### config.mk
export PLATFORM = sky130hd
export DESIGN_NAME = icache_fsm_flat
export DESIGN_NICKNAME = d
export VERILOG_FILES = /design/src/source/icache_pkg.sv /design/src/source/icache_line_if.sv /design/src/source/icache_fsm.sv /design/src/flat_wrapper.sv
export SDC_FILE = /design/constraint.sdc
export NUM_CORES = 1
export LEC_CHECK = 0
export ABC_AREA = 1
export BUFFER_PORTS_ARGS = -buffer_cell sky130_fd_sc_hd__buf_4
export CORE_MARGIN = 10
export CORE_UTILIZATION = 30
export CTS_BUF_LIST = sky130_fd_sc_hd__clkbuf_2 sky130_fd_sc_hd__clkbuf_4 sky130_fd_sc_hd__clkbuf_8
export DETAILED_ROUTE_END_ITERATION = 7
export MAX_ROUTING_LAYER = met4
export PLACE_DENSITY = 0.73
export SLEW_MARGIN = 10
export SYNTH_ARGS = -nofsm -noshare
export SYNTH_HDL_FRONTEND = slang
export SYNTH_SLANG_ARGS = --single-unit
### constraint.sdc
create_clock -name i_clock -period 1.8 [get_ports i_clock]
set_input_delay 0.36 -clock i_clock [delete_from_list [all_inputs] [get_ports i_clock]]
set_output_delay 0.36 -clock i_clock [all_outputs]
set_load 0.03 [all_outputs]
### src/source/icache_pkg.sv
`default_nettype none

package icache_pkg;

	// cache geometry
	localparam int INDEX_BITS = 10;
	localparam int LINES = 1 << INDEX_BITS; // 1024 lines, one word each
	localparam int TAG_BITS = 32 - INDEX_BITS - 2;

	// fetch address split into its cache fields
	typedef struct packed {
		logic [TAG_BITS-1:0] tag;
		logic [INDEX_BITS-1:0] index;
		logic [1:0] offset; // always zero on aligned fetches
	} fetch_fields_t;

	// same 32-bit word, seen raw on the bus or split for the cache
	typedef union packed {
		logic [31:0] raw;
		fetch_fields_t fields;
	} fetch_addr_u;

	// one cache line
	// tag word is the fetch address with bit 1 clear and bit 0 as valid flag
	typedef struct packed {
		logic [31:0] instr;
		logic [31:0] tag_word;
	} line_word_t;

endpackage

`default_nettype wire
### src/source/icache_line_if.sv
`default_nettype none
`timescale 1ns/100ps

interface icache_line_if import icache_pkg::*; ();

	logic [INDEX_BITS-1:0] index; // read and fill address
	logic write;                  // fill strobe
	line_word_t wdata;
	line_word_t rdata;            // line at last cycle's index
	logic initialized;            // clear sweep finished

	modport fsm (
		output index,
		output write,
		output wdata,
		input rdata,
		input initialized
	);

	modport ram (
		input index,
		input write,
		input wdata,
		output rdata,
		output initialized
	);

endinterface

`default_nettype wire

### src/source/icache_fsm.sv
`default_nettype none
`timescale 1ns/100ps

module icache_fsm import icache_pkg::*; (
	input wire i_clock,
	input wire i_rst_n,

	// fetcher side
	input wire [31:0] i_input_pc,
	input wire i_stall,
	output logic o_ready,
	output logic [31:0] o_rdata,

	// bus side
	output logic o_bus_request,
	input wire i_bus_ready,
	input wire [31:0] i_bus_rdata,

	icache_line_if.fsm line
);

	typedef enum logic [1:0] {
		IDLE,
		READ_SETUP,
		READ_PREFETCH,
		READ_BUS
	} state_t;

	state_t state;
	state_t next;

	fetch_addr_u pc;
	fetch_addr_u pc_ahead;
	logic [31:0] pc_tag;
	logic hit;
	logic run_ahead; // read the next sequential line

	function automatic logic [31:0] make_tag(input fetch_addr_u addr);
		return {addr.fields.tag, addr.fields.index, 2'b01};
	endfunction

	assign pc.raw = i_input_pc;
	assign pc_ahead.raw = i_input_pc + 32'd4;
	assign pc_tag = make_tag(pc);

	// rdata belongs to the index presented last cycle
	assign hit = (line.rdata.tag_word == pc_tag);

	assign line.index = run_ahead ? pc_ahead.fields.index : pc.fields.index;

	always_ff @(posedge i_clock) begin
		if (!i_rst_n) begin
			state <= IDLE;
		end
		else begin
			state <= next;
		end
	end

	always_comb begin
		next = state;
		run_ahead = 1'b0;

		o_ready = 1'b0;
		o_rdata = '0;
		o_bus_request = 1'b0;

		line.write = 1'b0;
		line.wdata = '0;

		case (state)
			IDLE: begin
				// lines are not trusted until the sweep is done
				if (!i_stall) begin
					if (line.initialized) begin
						next = READ_SETUP;
					end
					else begin
						next = READ_BUS;
					end
				end
			end

			READ_SETUP: begin
				if (hit) begin
					o_ready = 1'b1;
					o_rdata = line.rdata.instr;
					run_ahead = 1'b1;
					next = READ_PREFETCH;
				end
				else begin
					o_bus_request = 1'b1; // miss
					next = READ_BUS;
				end
			end

			READ_PREFETCH: begin
				if (i_stall) begin
					next = IDLE; // read ahead is dropped
				end
				else if (hit) begin
					o_ready = 1'b1;
					o_rdata = line.rdata.instr;
					run_ahead = 1'b1;
				end
				else begin
					o_bus_request = 1'b1;
					next = READ_BUS;
				end
			end

			READ_BUS: begin
				o_bus_request = 1'b1;

				if (i_bus_ready) begin
					// word goes to the fetcher and into the line together
					o_ready = 1'b1;
					o_rdata = i_bus_rdata;
					line.write = 1'b1;
					line.wdata.instr = i_bus_rdata;
					line.wdata.tag_word = pc_tag;
					next = IDLE;
				end
			end

			default: begin
				next = IDLE;
			end
		endcase
	end

endmodule

`default_nettype wire

### src/flat_wrapper.sv
// flat-port wrapper written by rule: the top's interface ports become plain ports
module icache_fsm_flat import icache_pkg::*;
  (i_clock, i_rst_n, i_input_pc, i_stall, o_ready, o_rdata, o_bus_request, i_bus_ready, i_bus_rdata, line_index, line_write, line_wdata, line_rdata, line_initialized);
  icache_line_if line_i ();
  input wire i_clock;
  input wire i_rst_n;
  input wire [31:0] i_input_pc;
  input wire i_stall;
  output logic o_ready;
  output logic [31:0] o_rdata;
  output logic o_bus_request;
  input wire i_bus_ready;
  input wire [31:0] i_bus_rdata;
  output wire logic [$bits(line_i.index)-1:0] line_index;
  output wire logic [$bits(line_i.write)-1:0] line_write;
  output wire logic [$bits(line_i.wdata)-1:0] line_wdata;
  input wire logic [$bits(line_i.rdata)-1:0] line_rdata;
  input wire logic [$bits(line_i.initialized)-1:0] line_initialized;
  assign line_index = line_i.index;
  assign line_write = line_i.write;
  assign line_wdata = line_i.wdata;
  assign line_i.rdata = line_rdata;
  assign line_i.initialized = line_initialized;
  icache_fsm u_core (.i_clock(i_clock), .i_rst_n(i_rst_n), .i_input_pc(i_input_pc), .i_stall(i_stall), .o_ready(o_ready), .o_rdata(o_rdata), .o_bus_request(o_bus_request), .i_bus_ready(i_bus_ready), .i_bus_rdata(i_bus_rdata), .line(line_i));
endmodule
==> results.toml, run 1 <==
[logic_synthesis]
synth-seq-cells = 2
synth_warnings = 0
synthesis.nets = 633
synth_cell_types = 29
syn_inst = 494
syn_area_um2 = 2364
synth_top_area_frac = 0.2684
ys_seq_area_frac = 0.01694
synth_top_area_cell = "nand2_1"
synth_edf_count = 0
synthArstFlopShare = 0
synthTopCellsByArea = "nand2_1 27%, inv_1 17%, nor2_1 10%, a21oi_1 6.1%, nand3_1 5.9%"
syn_avg_cell_area_um2 = 4.784
ys.flop_type = "dfxtp_1"

[sta]
worst-ep-kind = "top-level output"
grt-worst-endpoint = "o_rdata[31]"

[grt]
grt_max_degree = 31

[die]
initial_core_util = 0.3075
ios = 242
rows = 32
fp.dieH_um = 108.8
die_w_um = 108.8

[placement]
io_buffers = 238
gp_routability_congestion = 0.9586
dp_hpwl_um = 11620

[clock_network]
numCtsBuffers = 3
root_buffer = "clkbuf_8"
holdBufCountCts = 0
clock-sinks = 2
cts_max_path_buffers = 2
htreeDepth = 1

[outcome]
stop_stage = "5_1_grt"
outcome = "aborted with a tool error"
error_line = "[ERROR DPL-0038] Utilization greater than 100%, impossible to legalize"
## kinds of logic after synthesis
kind of cell,Yosys count,synth area share
compound gates,49,0.1392
xor+xnor,19,0.07041
fa+ha+maj,6,0.03176
buf+inv,132,0.2282
flops,2,0.01694
other cells,1,0.001587
simple gates,285,0.5119
## metrics by stage
| stage | std cells | instance area (um2) | setup slack (ns) | hold WS [ns] |
|---|---|---|---|---|
| after floorplan | 494 | 2910 | -0.1543 | 0.4805 |
| after global placement | 872 | 5211 | -0.4891 | 0.5326 |
| after detailed placement | 872 | 5211 | -0.5921 | 0.5410 |
| after CTS | 912 | 6934 | -0.3877 | 0.3898 |
## Yosys cell counts, types with 5 or more instances
| master | instances |
|---|---|
| nand4_1 | 5 |
| nand2_1 | 169 |
| clkbuf_1 | 15 |
| ha_1 | 6 |
| nor2_1 | 64 |
| inv_1 | 105 |
| xor2_1 | 12 |
| nand3_1 | 28 |
| nand3_2 | 10 |
| o2111ai_1 | 8 |
| a21oi_1 | 29 |
| xnor2_1 | 7 |
| a21oi_2 | 10 |
## what timing repair did
item                                    in CTS
endpoints found under the setup margin     108
cloned                                       8
pin swaps                                  113
resized for setup                          335
setup buffers                               32
==> run 2, diff against run 1 <==
Settings changed: CORE_UTILIZATION 30 to 20, CTS_BUF_LIST sky130_fd_sc_hd__clkbuf_2 sky130_fd_sc_hd__clkbuf_4 sky130_fd_sc_hd__clkbuf_8 to not set, MAX_ROUTING_LAYER met4 to not set, PLACE_DENSITY 0.73 to not set, PLACE_DENSITY_LB_ADDON set to 0.15.
Clock period 1.8 ns to 2.34 ns, I/O delays scaled along.
==> results.toml, run 2 <==
[die]
ios = 242
core_um2 = 11520
dieArea_um2 = 16570
rows = 39
initial_core_util = 0.2052
die_w_um = 128.7
fp.dieH_um = 128.7

[logic_synthesis]
synthXorXnorAreaFrac = 0.07041
yosysMostFrequentCell = "nand2_1"
synth-seq-cells = 2
synthesis.nets = 633
synth_warnings = 0
synth_top_area_frac = 0.2684
synthTopCellsByArea = "nand2_1 27%, inv_1 17%, nor2_1 10%, a21oi_1 6.1%, nand3_1 5.9%"
synth-compound-area-share = 0.1392
ys.flop_type = "dfxtp_1"
synth_top_family_by_area = "simple AND/OR/NAND/NOR gates"
synth_top_area_cell = "nand2_1"
synth_edf_count = 0
ys_top_cells_by_count = "169 x nand2_1, 105 x inv_1, 64 x nor2_1"
syn_inst = 494
ys_seq_area_frac = 0.01694
synth_fa_ha_area_frac = 0.03176
synth.area.mux_share = 0
synthArstFlopShare = 0
syn_avg_cell_area_um2 = 4.784
synth_cell_types = 29
synthSimpleGateAreaFrac = 0.5119
syn_area_um2 = 2364

[layout]
final_core_util = 0.5013
regMostFlops = "u_core.state"
area_growth_pct = 144.3
drive_above_1_share = 0.5812
largest_reg_flops = 2
final_common_cell = "buf_4"
antennaDiodeCount = 0
final_cell_mix = "239 x buf_4, 135 x nand2_1, 91 x inv_1, 63 x buf_6, 54 x nor2_1"
nNetsFinal = 929
reg.largest.list = "u_core.state: 2 flops"
final_design_area_no_fill_um2 = 5773

[sta]
fin_crit_ns = 2.406
final_hold_viol_count = 0
hold-worst-slack_ns = 0.4933
fin_worst_skew_ns = 0.002869
setup_viol = 26
layout_setup_ws_ns = -0.06639
slew_viol_final = 0
clock.fmax_mhz = 415.6
post-route-period-util = 1.028
rsz0062_at_grt = "yes"

[route]
wl_um = 13860
vias = 4013
wl_met3_um = 977
post_drt_via_cell_ratio = 4.310
wl_met2_um = 7747
wl_met1_um = 5097
drtAntennaViolNets = 0
top_layer_used = "met4"
drc = 0
drt_first_pass_iters = 4
drt_iter0_drc = 100
avgRoutedWirePerCell_um = 14.88

[clock_network]
clock-sinks = 2
htreeDepth = 1
cts_max_path_buffers = 2
clk_latency_ns = 0.22
cts_tree = "done"
numCtsBuffers = 3
cts.clk_slew.worst_paths_ns = 0.03
root_buffer = "clkbuf_16"

[critical_path]
path_class = "input pin to output port"
crit_family = "simple AND/OR/NAND/NOR gates"
worstPathArrival_ns = 1.94
cp.required_ns = 1.87
worstPathCellList = "buf_6 -> inv_4 -> nand2_2 -> nand2_1 -> inv_1 -> nand2_1 -> nor2_2 -> nand2_2 -> nor2_4 -> nand2_4 -> inv_8 -> clkbuf_16 -> nand3_2 -> a21oi_2 -> buf_6"
crit_fanout = 6
cp_slowest_cell = "clkbuf_16"
crit_path_start_kind = "input pin"
critical_path.max_stage_delay_ns = 0.17
critical_path_buf_inv_count = 6
endpoint_kind = "output port"

[grt]
grt_pass1_vias = 4071
grt_pass1_wl_um = 20250
antenna_found_initial = 0
grt_max_degree = 36
track_usage = 0.1462
gr-total-overflow = 0

[power]
intPower_uw = 985.2
switching_share = 0.5691
power_mw = 2.286
peakVddDrop_uv = 381.3
p_sw_mw = 1.301
power_leakage_nw = 3.229
p_clk_frac = 0.112
pwr_density_cell_nw_per_um2 = 396.0
power_frac_comb = 0.858
p_seq_frac = 0.030

[placement]
gp_routability_congestion = 0.8090
io_buffers = 238
dpl_cell_area_um2 = 4841
dp_hpwl_um = 11270

[worst_hold_path]
hold_path_class = "input pin to flip-flop"

[outcome]
violations = "negative setup slack"
outcome = "complete, but fails checks"

[job]
max_cap_viol_count = 0
==> run 2: cell counts after synthesis <==
Identical to the previous run, type by type.
==> run 2: through the flow <==
stage	worst slack (ns)	setup TNS, ns	std cells
after detailed placement	-0.1441	-4.281	916
after global routing	-0.1696	-5.475	931
after floorplan	0.05191	0	494
after CTS	-0.04147	-0.4989	927
after global placement	-0.1223	-4.257	916
final	-0.06639	-0.5995	931
==> run 2: path summary, 6_finish.rpt <==
check | slack (ns) | from | cells after the start | to
setup / recovery | -0.07 | i_input_pc[15] | 15 | o_rdata[9]
hold / removal | 0.49 | i_rst_n | 3 | u_core.state[0]
setup reg to reg | 0.76 | u_core.state[0] | 10 | u_core.state[0]
hold reg to reg | 0.58 | u_core.state[1] | 2 | u_core.state[1]
==> run 2: cells by family after synthesis <==
logic type	Yosys count
adder cells (fa/ha/maj)	6
flip-flops	2
AO/OA/AOI/OAI	49
other	1
buffers and inverters	132
AND/OR/NAND/NOR	285
XOR/XNOR	19
==> run 2: power groups by stage <==
stage / clock (mW) / sequential [mW] / combinational, mW
after detailed placement: 0 / 0.0678 / 1.66
after CTS: 0.259 / 0.0690 / 1.77
after global placement: 0 / 0.0661 / 1.65
after global routing: 0.262 / 0.0704 / 2.10
final: 0.256 / 0.0691 / 1.96
after floorplan: 0 / 0.0617 / 0.940
==> run 2: cell type report <==
type / instances / area [um2]
Clock buffer: 3 / 75.07
Fill cell: 1200 / 5743
Inverter: 109 / 426.7
Multi-Input combinational cell: 361 / 2323
Sequential cell: 2 / 40.04
Tap cell: 143 / 178.9
Timing Repair Buffer: 313 / 2729
==> run 2: routing by layer <==
layer  up-vias  GRT usage
met5         -          0
met4         0   0.005351
met3         2    0.03860
met2        99     0.2949
met1      1839     0.1538
li1       2073          -
==> run 2: what timing repair did <==
item / 4_1_cts / 5_1_grt
endpoints found under the setup margin: 43 / 44
gates cloned: 1 / 3
hold endpoints to repair: 0 / 0
resized for setup: 93 / 94
setup buffers: 7 / 1
pin swaps: 30 / 47
hold buffers: 0 / 0
==> run 2: worst reg2reg max path: stages, from the launching register on <==
cell and delay, ns:
dfxtp_1 0.33, inv_1 0.13, ha_1 0.16, inv_1 0.04
nor2_2 0.13, buf_4 0.26, nand3_1 0.16, nand2_1 0.11
nand2_1 0.06, nand2_1 0.05, nor2_1 0.03
No activity file was read; power rests on OpenSTA's default activity.
