[config.mk]
export PLATFORM = sky130hd
export DESIGN_NAME = icache_clear_counter
export DESIGN_NICKNAME = d
export VERILOG_FILES = /design/src/source/icache_pkg.sv /design/src/source/icache_clear_counter.sv
export SDC_FILE = /design/constraint.sdc
export NUM_CORES = 1
export LEC_CHECK = 0
export BUFFER_PORTS_ARGS = -buffer_cell sky130_fd_sc_hd__buf_4
export CAP_MARGIN = 20
export CORE_AREA = 10 10 47 49
export DETAILED_ROUTE_END_ITERATION = 10
export DIE_AREA = 0 0 57 59
export GPL_TIMING_DRIVEN = 0
export SLEW_MARGIN = 10
export SYNTH_ARGS = -nofsm -noshare
export SYNTH_HDL_FRONTEND = slang
export SYNTH_SLANG_ARGS = --single-unit
[constraint.sdc]
create_clock -name i_clock -period 1.4 [get_ports i_clock]
set_clock_uncertainty 0.1 [all_clocks]
set_input_delay 0.21 -clock i_clock [delete_from_list [all_inputs] [get_ports i_clock]]
set_output_delay 0.21 -clock i_clock [all_outputs]
set_load 0.005 [all_outputs]
[src/source/icache_pkg.sv]
`default_nettype none

package icache_pkg;

	// cache geometry
	localparam int INDEX_BITS = 10;
	localparam int LINES = 1 << INDEX_BITS; // 1024 lines, one word each
	localparam int TAG_BITS = 32 - INDEX_BITS - 2;

	// fetch address split into its cache fields
	typedef struct packed {
		logic [TAG_BITS-1:0] tag;
		logic [INDEX_BITS-1:0] index;
		logic [1:0] offset; // always zero on aligned fetches
	} fetch_fields_t;

	// same 32-bit word, seen raw on the bus or split for the cache
	typedef union packed {
		logic [31:0] raw;
		fetch_fields_t fields;
	} fetch_addr_u;

	// one cache line
	// tag word is the fetch address with bit 1 clear and bit 0 as valid flag
	typedef struct packed {
		logic [31:0] instr;
		logic [31:0] tag_word;
	} line_word_t;

endpackage

`default_nettype wire
[src/source/icache_clear_counter.sv]
`default_nettype none
`timescale 1ns/100ps

module icache_clear_counter import icache_pkg::*; (
	input wire i_clock,
	input wire i_rst_n,

	output logic o_clear_active,
	output logic [INDEX_BITS-1:0] o_clear_index,
	output logic o_clear_done
);

	localparam logic [INDEX_BITS-1:0] LAST_INDEX = INDEX_BITS'(LINES - 1);

	logic last;

	assign last = (o_clear_index == LAST_INDEX);

	// sweeps every line once after reset, then parks
	always_ff @(posedge i_clock) begin
		if (!i_rst_n) begin
			o_clear_active <= 1'b1;
			o_clear_index <= '0;
			o_clear_done <= 1'b0;
		end
		else if (o_clear_active) begin
			o_clear_index <= o_clear_index + 1'b1;

			if (last) begin
				o_clear_active <= 1'b0; // last line written at this edge
				o_clear_done <= 1'b1;
			end
		end
	end

endmodule

`default_nettype wire

==> results.sh, run 1 <==
export IMPL_cp_end_kind="register"
export IMPL_p_leak_uw=0.000288
export IMPL_ys_seq_area_share_pct=46.2
export IMPL_hp_start="i_rst_n"
export IMPL_nets=84
export IMPL_finalNonFillerCells=96
export IMPL_grt_max_degree=11
export IMPL_final_area_sq_um=788
export IMPL_grt_overflow_total=0
export IMPL_slew_viol_final=0
export IMPL_grt_pass1_vias=459
export IMPL_grt_setup_unrepaired="yes"
export IMPL_syn_to_final_growth_pct=51.4
export IMPL_ys_async_sr_fraction_pct=0
export IMPL_crit_required_ns=1.49
export IMPL_dp_hpwl_um=882
export IMPL_die_y_um=59
export IMPL_dr_pass1_iters=2
export IMPL_synth_edff_count=0
export IMPL_vias_per_cell=5.09
export IMPL_period_needed_ns=1.36
export IMPL_final_antenna_net_count=0
export IMPL_tns_ns=0
export IMPL_rows=14
export IMPL_synth_cell_types=21
export IMPL_placed_cells=85
export IMPL_die_area_sq_mm=0.00336
export IMPL_antenna_found_initial=0
export IMPL_placed_area_sq_um=661
export IMPL_path_cells="buf_6 > nand4_4 > or4_4 > a21oi_2"
export IMPL_drv_cap=0
export IMPL_setup_viol=0
export IMPL_io_buffer_count=13
export IMPL_drtIter0Drc=2
export IMPL_reg2reg_from="o_clear_active$_SDFF_PN1_"
export IMPL_start_util_pct=37.1
export IMPL_ir_drop_v=0.000416
export IMPL_syn_inst=56
export IMPL_startpoint="o_clear_active$_SDFF_PN1_"
export IMPL_synth_area_leaders="dfxtp_1 46%, o31ai_1 5.8%, or4_1 5.8%, a21oi_1 4.8%, nand4_4 4.1%"
export IMPL_synth_warnings=0
export IMPL_routed_wl_um=1230
export IMPL_synth_nets=59
export IMPL_outcome="finished clean"
export IMPL_path_delay_family="simple AND/OR/NAND/NOR gates"
export IMPL_synth_area_per_cell_sq_um=9.29
export IMPL_cts_buffer_depth=2
export IMPL_layout_setup_ws_ns=0.0380
export IMPL_yosysMostFrequentCell="dfxtp_1"
export IMPL_synth_top_area_share_pct=46.2
export IMPL_place_congestion=0.706
export IMPL_cp_slowest_cell="or4_4"
export IMPL_fin_crit_sh_pct=97.3
export IMPL_fmax_mhz=734
export IMPL_cp_slowest_stage_delay_ns=0.50
export IMPL_top_level_ports=14
export IMPL_path_max_fanout=7
export IMPL_grt_usage_pct=7.26
export IMPL_relSlewSlack_pct=77.2
export IMPL_clkTransAtPathRegs_ns=0.08
export IMPL_wire_per_inst_um=12.8
export IMPL_power_density_mw_per_mm2=802
export IMPL_pre_cts_slack_ns=-0.0550
export IMPL_num_vias=489
export IMPL_cts_buffers=3
export IMPL_yosysTopAreaCell="dfxtp_1"
export IMPL_arrival_ns=1.45
export IMPL_grt_pass1_wl_um=1990
export IMPL_final_hold_viol_count=0
export IMPL_synth_seq_cells=12
export IMPL_synth_common_cells="12 x dfxtp_1, 5 x a21oi_1, 5 x nand2_1, 5 x nor2_1"
export IMPL_cts_tree="done"
export IMPL_drc_errors=0
export IMPL_worstSetupPathType="reg -> reg"
export IMPL_hp_class="in -> reg"
export IMPL_die_w_um=57
export IMPL_synth_main_ff_cell="dfxtp_1"
export IMPL_ctsHtreeMaxLevel=1
export IMPL_clock_latency_ns=0.27
export IMPL_antenna_cells=0
export IMPL_critPathLaunchType="register"
export IMPL_syn_area_sq_um=520
export IMPL_cp_num_buf_inv=1
export IMPL_cts_root_buf="clkbuf_4"
export IMPL_core_sq_mm=0.00140
export IMPL_clock_sinks=12
export IMPL_worstMarginPinSlew_ns=0.339
export IMPL_layout_drive_gt1_share_pct=53.8
## what timing repair did
action | 4_1_cts | 5_1_grt
setup buffers | 4 | 3
endpoints found under the setup margin | 4 | 5
gates resized for setup | 7 | 10
pin swaps | 2 | 7
hold buffers | 0 | 0
## power by group
group	leakage, uW	switching [uW]	internal (uW)
Combinational	0.000173	23.3	28.9
Clock	0.0000150	107	110
Sequential	0.000100	14.3	349
## through the flow
stage / total power (uW) / utilization [%] / hold slack, ns
after floorplan: 394 / - / 0.172
after global placement: 414 / 47.1 / 0.302
final: 632 / 56.3 / 0.0159
after detailed placement: 416 / 47.1 / 0.302
after global routing: 664 / 56.3 / 0.0205
after CTS: 636 / 52.5 / 0.0163
## worst paths after layout
kind                                                       to  slack (ns)  cells past startpoint
worst max-delay path            o_clear_index[7]$_SDFFE_PN0P_        0.04                      4
worst min-delay path                o_clear_active$_SDFF_PN1_        0.02                      2
worst max register to register  o_clear_index[7]$_SDFFE_PN0P_        0.04                      4
worst min register to register      o_clear_done$_SDFFE_PN0P_        0.38                      1
## layer usage
metal | GRT usage [%] | wire length [um]
met5 | 0 | 0
met4 | 4.03 | 6
met3 | 2.79 | 72
met2 | 11.3 | 565
met1 | 8.33 | 583
## cell usage in the layout (no fill, tap or decap), drive strengths merged, types with 2 or more instances in the layout
master   n
buf     21
dfxtp   12
nor2     5
a21oi    5
nand2    5
o31ai    4
or4      4
clkbuf   4
inv      3
nand4    3
xor2     2
xnor2    2
nand3    2
## cell families after synthesis
kind of cell	Yosys count	synth area share [%]
AOI/OAI and AO/OA	12	14.7
xor gates and xnor gates	4	6.73
adders and majority gates	1	2.40
buffers and inverters	5	4.33
DFF	12	46.2
muxes	1	1.92
and+or+nand+nor	21	23.8
## registers in the layout (all words and copies together) (netlist names)
| register | count |
|---|---|
| o_clear_done | 1 |
| o_clear_active | 1 |
| o_clear_index | 10 |
## cell type report
cell class              instances  area, sq um
plain buffers                   1         11.3
clock buffers                   4         26.3
fillers                       136          613
inverters                       4         15.0
multi-input cells              39          310
flip-flops and latches         12          255
well taps                      16         20.0
repair buffers                 20          150
Power figures use the tool's default switching activity.
==> inputs of run 2 (changes only) <==
ABC_AREA = 1   (was not set)
CORE_AREA = not set   (was 10 10 47 49)
CORE_MARGIN = 10   (was not set)
CORE_UTILIZATION = 45   (was not set)
DIE_AREA = not set   (was 0 0 57 59)
PLACE_DENSITY = 0.71   (was not set)
==> results.sh, run 2 <==
export IMPL_syn_area_sq_um=617
export IMPL_synth_area_per_cell_sq_um=7.71
export IMPL_grt_max_degree=11
export IMPL_syn_to_final_growth_pct=21.5
export IMPL_vias_per_cell=4.95
export IMPL_synth_nets=83
export IMPL_grt_usage_pct=7.66
export IMPL_wire_per_inst_um=10.7
export IMPL_core_sq_mm=0.00130
export IMPL_wl_met2_um=499
export IMPL_p_switching_uw=140
export IMPL_clock_latency_ns=0.27
export IMPL_die_area_sq_mm=0.00325
export IMPL_yosysMostFrequentCell="nand2_1"
export IMPL_power_density_mw_per_mm2=811
export IMPL_clkTransAtPathRegs_ns=0.07
export IMPL_cts_root_buf="clkbuf_4"
export IMPL_multiInputGateArea_sq_um=315
export IMPL_met3_length_um=106
export IMPL_reg2reg_to="o_clear_index[6]$_SDFFE_PN0P_"
export IMPL_tns_ns=0
export IMPL_drtIter0Drc=12
export IMPL_antenna_cells=0
export IMPL_largest_register_ffs=10
export IMPL_layout_setup_ws_ns=0.138
export IMPL_drc_errors=0
export IMPL_synth_edff_count=0
export IMPL_path_cells="ha_1 > nand2_2 > nor2_2 > nand2_1 > o21ai_1 > nor2_1"
export IMPL_num_vias=544
export IMPL_die_y_um=57.0
export IMPL_top_register="o_clear_index"
export IMPL_relSlewSlack_pct=87.3
export IMPL_synth_main_ff_cell="dfxtp_1"
export IMPL_slew_viol_final=0
export IMPL_placed_cells=107
export IMPL_cp_slowest_stage_delay_ns=0.38
export IMPL_wl_met1_um=549
export IMPL_fill_cells=124
export IMPL_io_buffer_count=12
export IMPL_reg2reg_slack_ns=0.14
export IMPL_fin_crit_sh_pct=90.1
export IMPL_period_needed_ns=1.26
export IMPL_crit_required_ns=1.46
export IMPL_final_antenna_net_count=0
export IMPL_critPathLaunchType="register"
export IMPL_ir_drop_v=0.000450
export IMPL_hp_start="i_rst_n"
export IMPL_grt_pass1_vias=495
export IMPL_synth_common_cells="16 x nand2_1, 12 x dfxtp_1, 11 x inv_1"
export IMPL_die_w_um=57.0
export IMPL_cts_buffers=3
export IMPL_syn_inst=80
export IMPL_cp_end_kind="register"
export IMPL_hp_class="in -> reg"
export IMPL_whs_ns=0.106
export IMPL_layout_drive_gt1_share_pct=34.7
export IMPL_grt_setup_unrepaired="no"
export IMPL_synth_top_area_share_pct=38.9
export IMPL_finalNonFillerCells=110
export IMPL_cts_setup_buffers=0
export IMPL_antenna_found_initial=0
export IMPL_sw_frac_of_total_pct=23.0
export IMPL_ys_async_sr_fraction_pct=0
export IMPL_final_hold_viol_count=0
export IMPL_clock_sinks=12
export IMPL_dp_hpwl_um=911
export IMPL_nets=100
export IMPL_seqPwrFrac_pct=58.8
export IMPL_ys_seq_area_share_pct=38.9
export IMPL_synth_warnings=0
export IMPL_drv_cap=0
export IMPL_clockPowerShare_pct=34.1
export IMPL_path_max_fanout=4
export IMPL_yosysTopAreaCell="dfxtp_1"
export IMPL_cp_slowest_cell="dfxtp_1"
export IMPL_start_util_pct=47.4
export IMPL_ff2ff_path_depth=6
export IMPL_cts_tree="done"
export IMPL_synth_area_leaders="dfxtp_1 39%, nand2_1 9.7%, inv_1 6.7%, a21oi_1 4.9%, nand3_2 4.9%"
export IMPL_dr_pass1_iters=4
export IMPL_hold_path_endpoint="o_clear_active$_SDFF_PN1_"
export IMPL_p_leak_uw=0.000336
export IMPL_top_level_ports=14
export IMPL_outcome="finished clean"
export IMPL_synth_seq_cells=12
export IMPL_setup_viol=0
export IMPL_fmax_mhz=793
export IMPL_final_common_cell="nand2_1"
export IMPL_worstSetupPathType="reg -> reg"
export IMPL_worstMarginPinSlew_ns=0.190
export IMPL_top_layer="met4"
export IMPL_rows=13
export IMPL_routed_wl_um=1180
export IMPL_intPower_uw=468
export IMPL_register_area_sq_um=241
export IMPL_layout_common_cells="16 x nand2_1, 12 x buf_4, 11 x inv_1, 11 x dfxtp_1, 6 x a21oi_1"
export IMPL_arrival_ns=1.33
export IMPL_p_comb_share_pct=7.0
export IMPL_min_path_cells=2
export IMPL_pre_cts_slack_ns=0.0852
export IMPL_ctsHtreeMaxLevel=1
export IMPL_grt_overflow_total=0
export IMPL_cts_buffer_depth=2
export IMPL_largestRegisters="o_clear_index: 10 flops, o_clear_active: 1 flops, o_clear_done: 1 flops"
export IMPL_synth_cell_types=20
export IMPL_reg2reg_from="o_clear_index[1]$_SDFFE_PN0P_"
export IMPL_grt_pass1_wl_um=2110
export IMPL_place_congestion=0.705
-- run 2: cell types whose count changed in the layout (fill, tap and decap cells not counted), sizes merged, moves of 2 or more --
cell	previous run	this run
inv	3	12
nand2	5	20
xor2	2	0
nand3	2	5
or4	4	0
nor2	5	12
xnor2	2	0
o21ai	1	5
o31ai	4	0
buf	21	14
-- run 2: power by group through the flow --
stage / Sequential (uW) / Clock (uW) / Combinational, uW
after floorplan: 365 / 0 / 27.1
after CTS: 357 / 214 / 43.7
after global routing: 359 / 227 / 48.7
final: 358 / 208 / 42.8
after detailed placement: 365 / 0 / 43.4
after global placement: 365 / 0 / 42.7
-- run 2: cell families after synthesis --
group	share of synthesized area (%)
AOI/OAI and AO/OA	9.94
adders and majority gates	2.03
buffers and inverters	9.94
DFF	38.9
and+or+nand+nor	39.1
-- run 2: how the worst max path moves through the flow --
stage / slack, ns / startpoint / cells after the start / to
2_1_floorplan: 0.15 / o_clear_index[0]$_SDFFE_PN0P_ / 6 / o_clear_index[8]$_SDFFE_PN0P_
3_3_place_gp: 0.09 / o_clear_index[0]$_SDFFE_PN0P_ / 6 / o_clear_index[6]$_SDFFE_PN0P_
3_5_place_dp: 0.09 / o_clear_index[0]$_SDFFE_PN0P_ / 6 / o_clear_index[8]$_SDFFE_PN0P_
4_1_cts: 0.07 / o_clear_index[0]$_SDFFE_PN0P_ / 6 / o_clear_index[8]$_SDFFE_PN0P_
5_1_grt: 0.04 / o_clear_index[1]$_SDFFE_PN0P_ / 7 / o_clear_index[8]$_SDFFE_PN0P_
6_report: 0.14 / o_clear_index[1]$_SDFFE_PN0P_ / 6 / o_clear_index[6]$_SDFFE_PN0P_
-- run 2: final cells by class --
class	instances	area share (%)
plain buffers	2	2.17
clock buffers	3	3.01
multi-input cells	54	42.1
repair buffers	12	12.0
inverters	12	6.01
flip-flops and latches	12	32.2
well taps	15	2.50
-- run 2: per-layer routing --
layer	up-vias	track usage, %
met5	-	0
met4	0	4.03
met3	4	3.32
met2	13	10.9
met1	240	9.50
li1	287	-
-- run 2: what timing repair did --
item                       in CTS  in global routing
resized for setup               0                  1
setup endpoints to repair       0                  4
hold endpoints to repair        0                  0
hold buffers                    0                  0
-- run 2: critical path: cells and delay by family, from the launching register on --
kind	cells	cell delay, ns
AO/OA/AOI/OAI	1	0.12
adder cells (fa/ha/maj)	1	0.21
AND/OR/NAND/NOR	4	0.35
flip-flops	1	0.38
-- run 2: per-stage QoR --
step / instance area, sq um / total power, uW / utilization [%]
after floorplan: 617 / 392 / -
after global placement: 726 / 408 / 55.8
after detailed placement: 726 / 409 / 55.8
after CTS: 748 / 615 / 57.5
after global routing: 749 / 634 / 57.6
final: 749 / 608 / 57.6
==> inputs of run 3 (changes only) <==
CELL_PAD_IN_SITES_DETAIL_PLACEMENT = 2   (was not set)
CELL_PAD_IN_SITES_GLOBAL_PLACEMENT = 2   (was not set)
CORE_UTILIZATION = 25   (was 45)
PLACE_DENSITY = not set   (was 0.71)
PLACE_DENSITY_LB_ADDON = 0.1   (was not set)
==> results.sh, run 3 (synthesis gave the netlist of run 2 again) <==
export IMPL_outcome="finished clean"
export IMPL_p_comb_share_pct=7.3
export IMPL_reg2reg_slack_ns=0.15
export IMPL_fin_util_pct=34.0
export IMPL_largest_register_ffs=10
export IMPL_relSlewSlack_pct=86.7
export IMPL_ctsHtreeMaxLevel=1
export IMPL_period_needed_ns=1.25
export IMPL_core_sq_mm=0.00228
export IMPL_sw_frac_of_total_pct=25.0
export IMPL_final_antenna_net_count=0
export IMPL_die_y_um=69.7
export IMPL_fmax_mhz=797
export IMPL_tns_ns=0
export IMPL_drtIter0Drc=14
export IMPL_met1_usage_pct=8.35
export IMPL_grt_pass1_vias=603
export IMPL_antenna_cells=0
export IMPL_cts_tree="done"
export IMPL_crit_required_ns=1.47
export IMPL_place_congestion=0.679
export IMPL_clock_latency_ns=0.27
export IMPL_cts_setup_buffers=0
export IMPL_syn_to_final_growth_pct=25.6
export IMPL_path_max_fanout=5
export IMPL_critPathLaunchType="register"
export IMPL_routed_wl_um=1640
export IMPL_layout_common_cells="16 x nand2_1, 12 x buf_4, 11 x inv_1, 10 x dfxtp_1, 6 x a21oi_1"
export IMPL_die_area_sq_mm=0.00485
export IMPL_arrival_ns=1.33
export IMPL_ctsHoldBuffers=0
export IMPL_grt_max_degree=11
export IMPL_clkTransAtPathRegs_ns=0.09
export IMPL_path_delay_family="flip-flops"
export IMPL_cp_num_buf_inv=0
export IMPL_hp_class="in -> reg"
export IMPL_nets=100
export IMPL_hp_start="i_rst_n"
export IMPL_wire_per_inst_um=13.3
export IMPL_multiInputGateArea_sq_um=320
export IMPL_startpoint="o_clear_index[0]$_SDFFE_PN0P_"
export IMPL_cts_buffers=3
export IMPL_antenna_found_initial=0
export IMPL_grtUsageMet3_pct=2.71
export IMPL_io_buffer_count=12
export IMPL_vias_per_cell=4.50
export IMPL_rows=17
export IMPL_top_register="o_clear_index"
export IMPL_top_level_ports=14
export IMPL_met2_usage_pct=10.9
export IMPL_worstMarginPinSlew_ns=0.199
export IMPL_cp_slowest_stage_delay_ns=0.38
export IMPL_die_w_um=69.7
export IMPL_clockPowerShare_pct=35.4
export IMPL_grt_overflow_total=0
export IMPL_layout_setup_ws_ns=0.145
export IMPL_grt_setup_unrepaired="no"
export IMPL_p_leak_uw=0.000337
export IMPL_clock_sinks=12
export IMPL_dr_pass1_iters=2
export IMPL_num_vias=553
export IMPL_final_common_cell="nand2_1"
export IMPL_final_hold_viol_count=0
export IMPL_worstSetupPathType="reg -> reg"
export IMPL_path_cells="ha_1 > nand2_2 > nor2_2 > nand2_1 > o21ai_1 > nor2_1"
export IMPL_intPower_uw=468
export IMPL_fill_cells=275
export IMPL_register_area_sq_um=245
export IMPL_power_density_mw_per_mm2=806
export IMPL_setup_viol=0
export IMPL_grt_pass1_wl_um=2860
export IMPL_pre_cts_slack_ns=0.000854
export IMPL_cts_root_buf="clkbuf_4"
export IMPL_largestRegisters="o_clear_index: 10 flops, o_clear_active: 1 flops, o_clear_done: 1 flops"
export IMPL_layout_drive_gt1_share_pct=35.8
export IMPL_seqPwrFrac_pct=57.3
export IMPL_reg2reg_from="o_clear_index[0]$_SDFFE_PN0P_"
export IMPL_slew_viol_final=0
export IMPL_drc_errors=0
export IMPL_start_util_pct=27.1
export IMPL_drv_cap=0
export IMPL_cp_end_kind="register"
export IMPL_busiest_layer="met2"
export IMPL_cp_slowest_cell="dfxtp_4"
export IMPL_ir_drop_v=0.000351
export IMPL_fin_crit_sh_pct=89.6
export IMPL_dp_hpwl_um=1320
export IMPL_p_switching_uw=156
export IMPL_grt_usage_pct=7.06
export IMPL_cts_buffer_depth=2
==> run 3: worst reg2reg max path: stages, from the launching register on <==
cell and delay (ns):
dfxtp_4 0.38, ha_1 0.19, nand2_2 0.08, nor2_2 0.13, nand2_1 0.09, o21ai_1 0.13, nor2_1 0.06
==> run 3: final timing paths <==
path / to / depth (start not counted)
setup / recovery: o_clear_index[6]$_SDFFE_PN0P_ / 6
hold / removal: o_clear_active$_SDFF_PN1_ / 2
setup reg to reg: o_clear_index[6]$_SDFFE_PN0P_ / 6
hold reg to reg: o_clear_done$_SDFFE_PN0P_ / 2
==> run 3: power groups by stage <==
stage,sequential (uW),combinational [uW],clock [uW]
floorplan,365,27.1,0
global placement,365,43.8,0
detailed placement,366,46.3,0
CTS,358,46.8,233
global route,359,52.6,254
finish,358,45.5,221
==> run 3: through the flow <==
step	std cells	instance area [sq um]	total power, uW	hold WS, ns
floorplan	80	617	392	0.339
global placement	120	742	409	0.346
detailed placement	120	742	412	0.351
CTS	123	766	638	0.108
global route	123	774	666	0.129
finish	123	774	625	0.114
==> run 3: repair_timing <==
action | in CTS | in global routing
cloned | 0 | 0
endpoints found under the hold margin | 0 | 0
setup endpoints to repair | 1 | 3
resized for setup | 1 | 3
pin swaps | 0 | 0
==> run 3: area by class of cell <==
type / instances / share of cell area (%)
clock buffer: 3 / 2.91
timing repair buffer: 12 / 11.6
inverter: 12 / 5.82
buffer: 2 / 2.10
multi-input combinational: 54 / 41.4
sequential: 12 / 31.7
tap: 28 / 4.52
==> run 3: metal layers <==
| layer | up-vias | share of wire [%] |
|---|---|---|
| li1 | 286 | - |
| met4 | 0 | 0.61 |
| met1 | 256 | 45 |
| met5 | - | 0 |
| met3 | 2 | 5.9 |
| met2 | 9 | 48 |
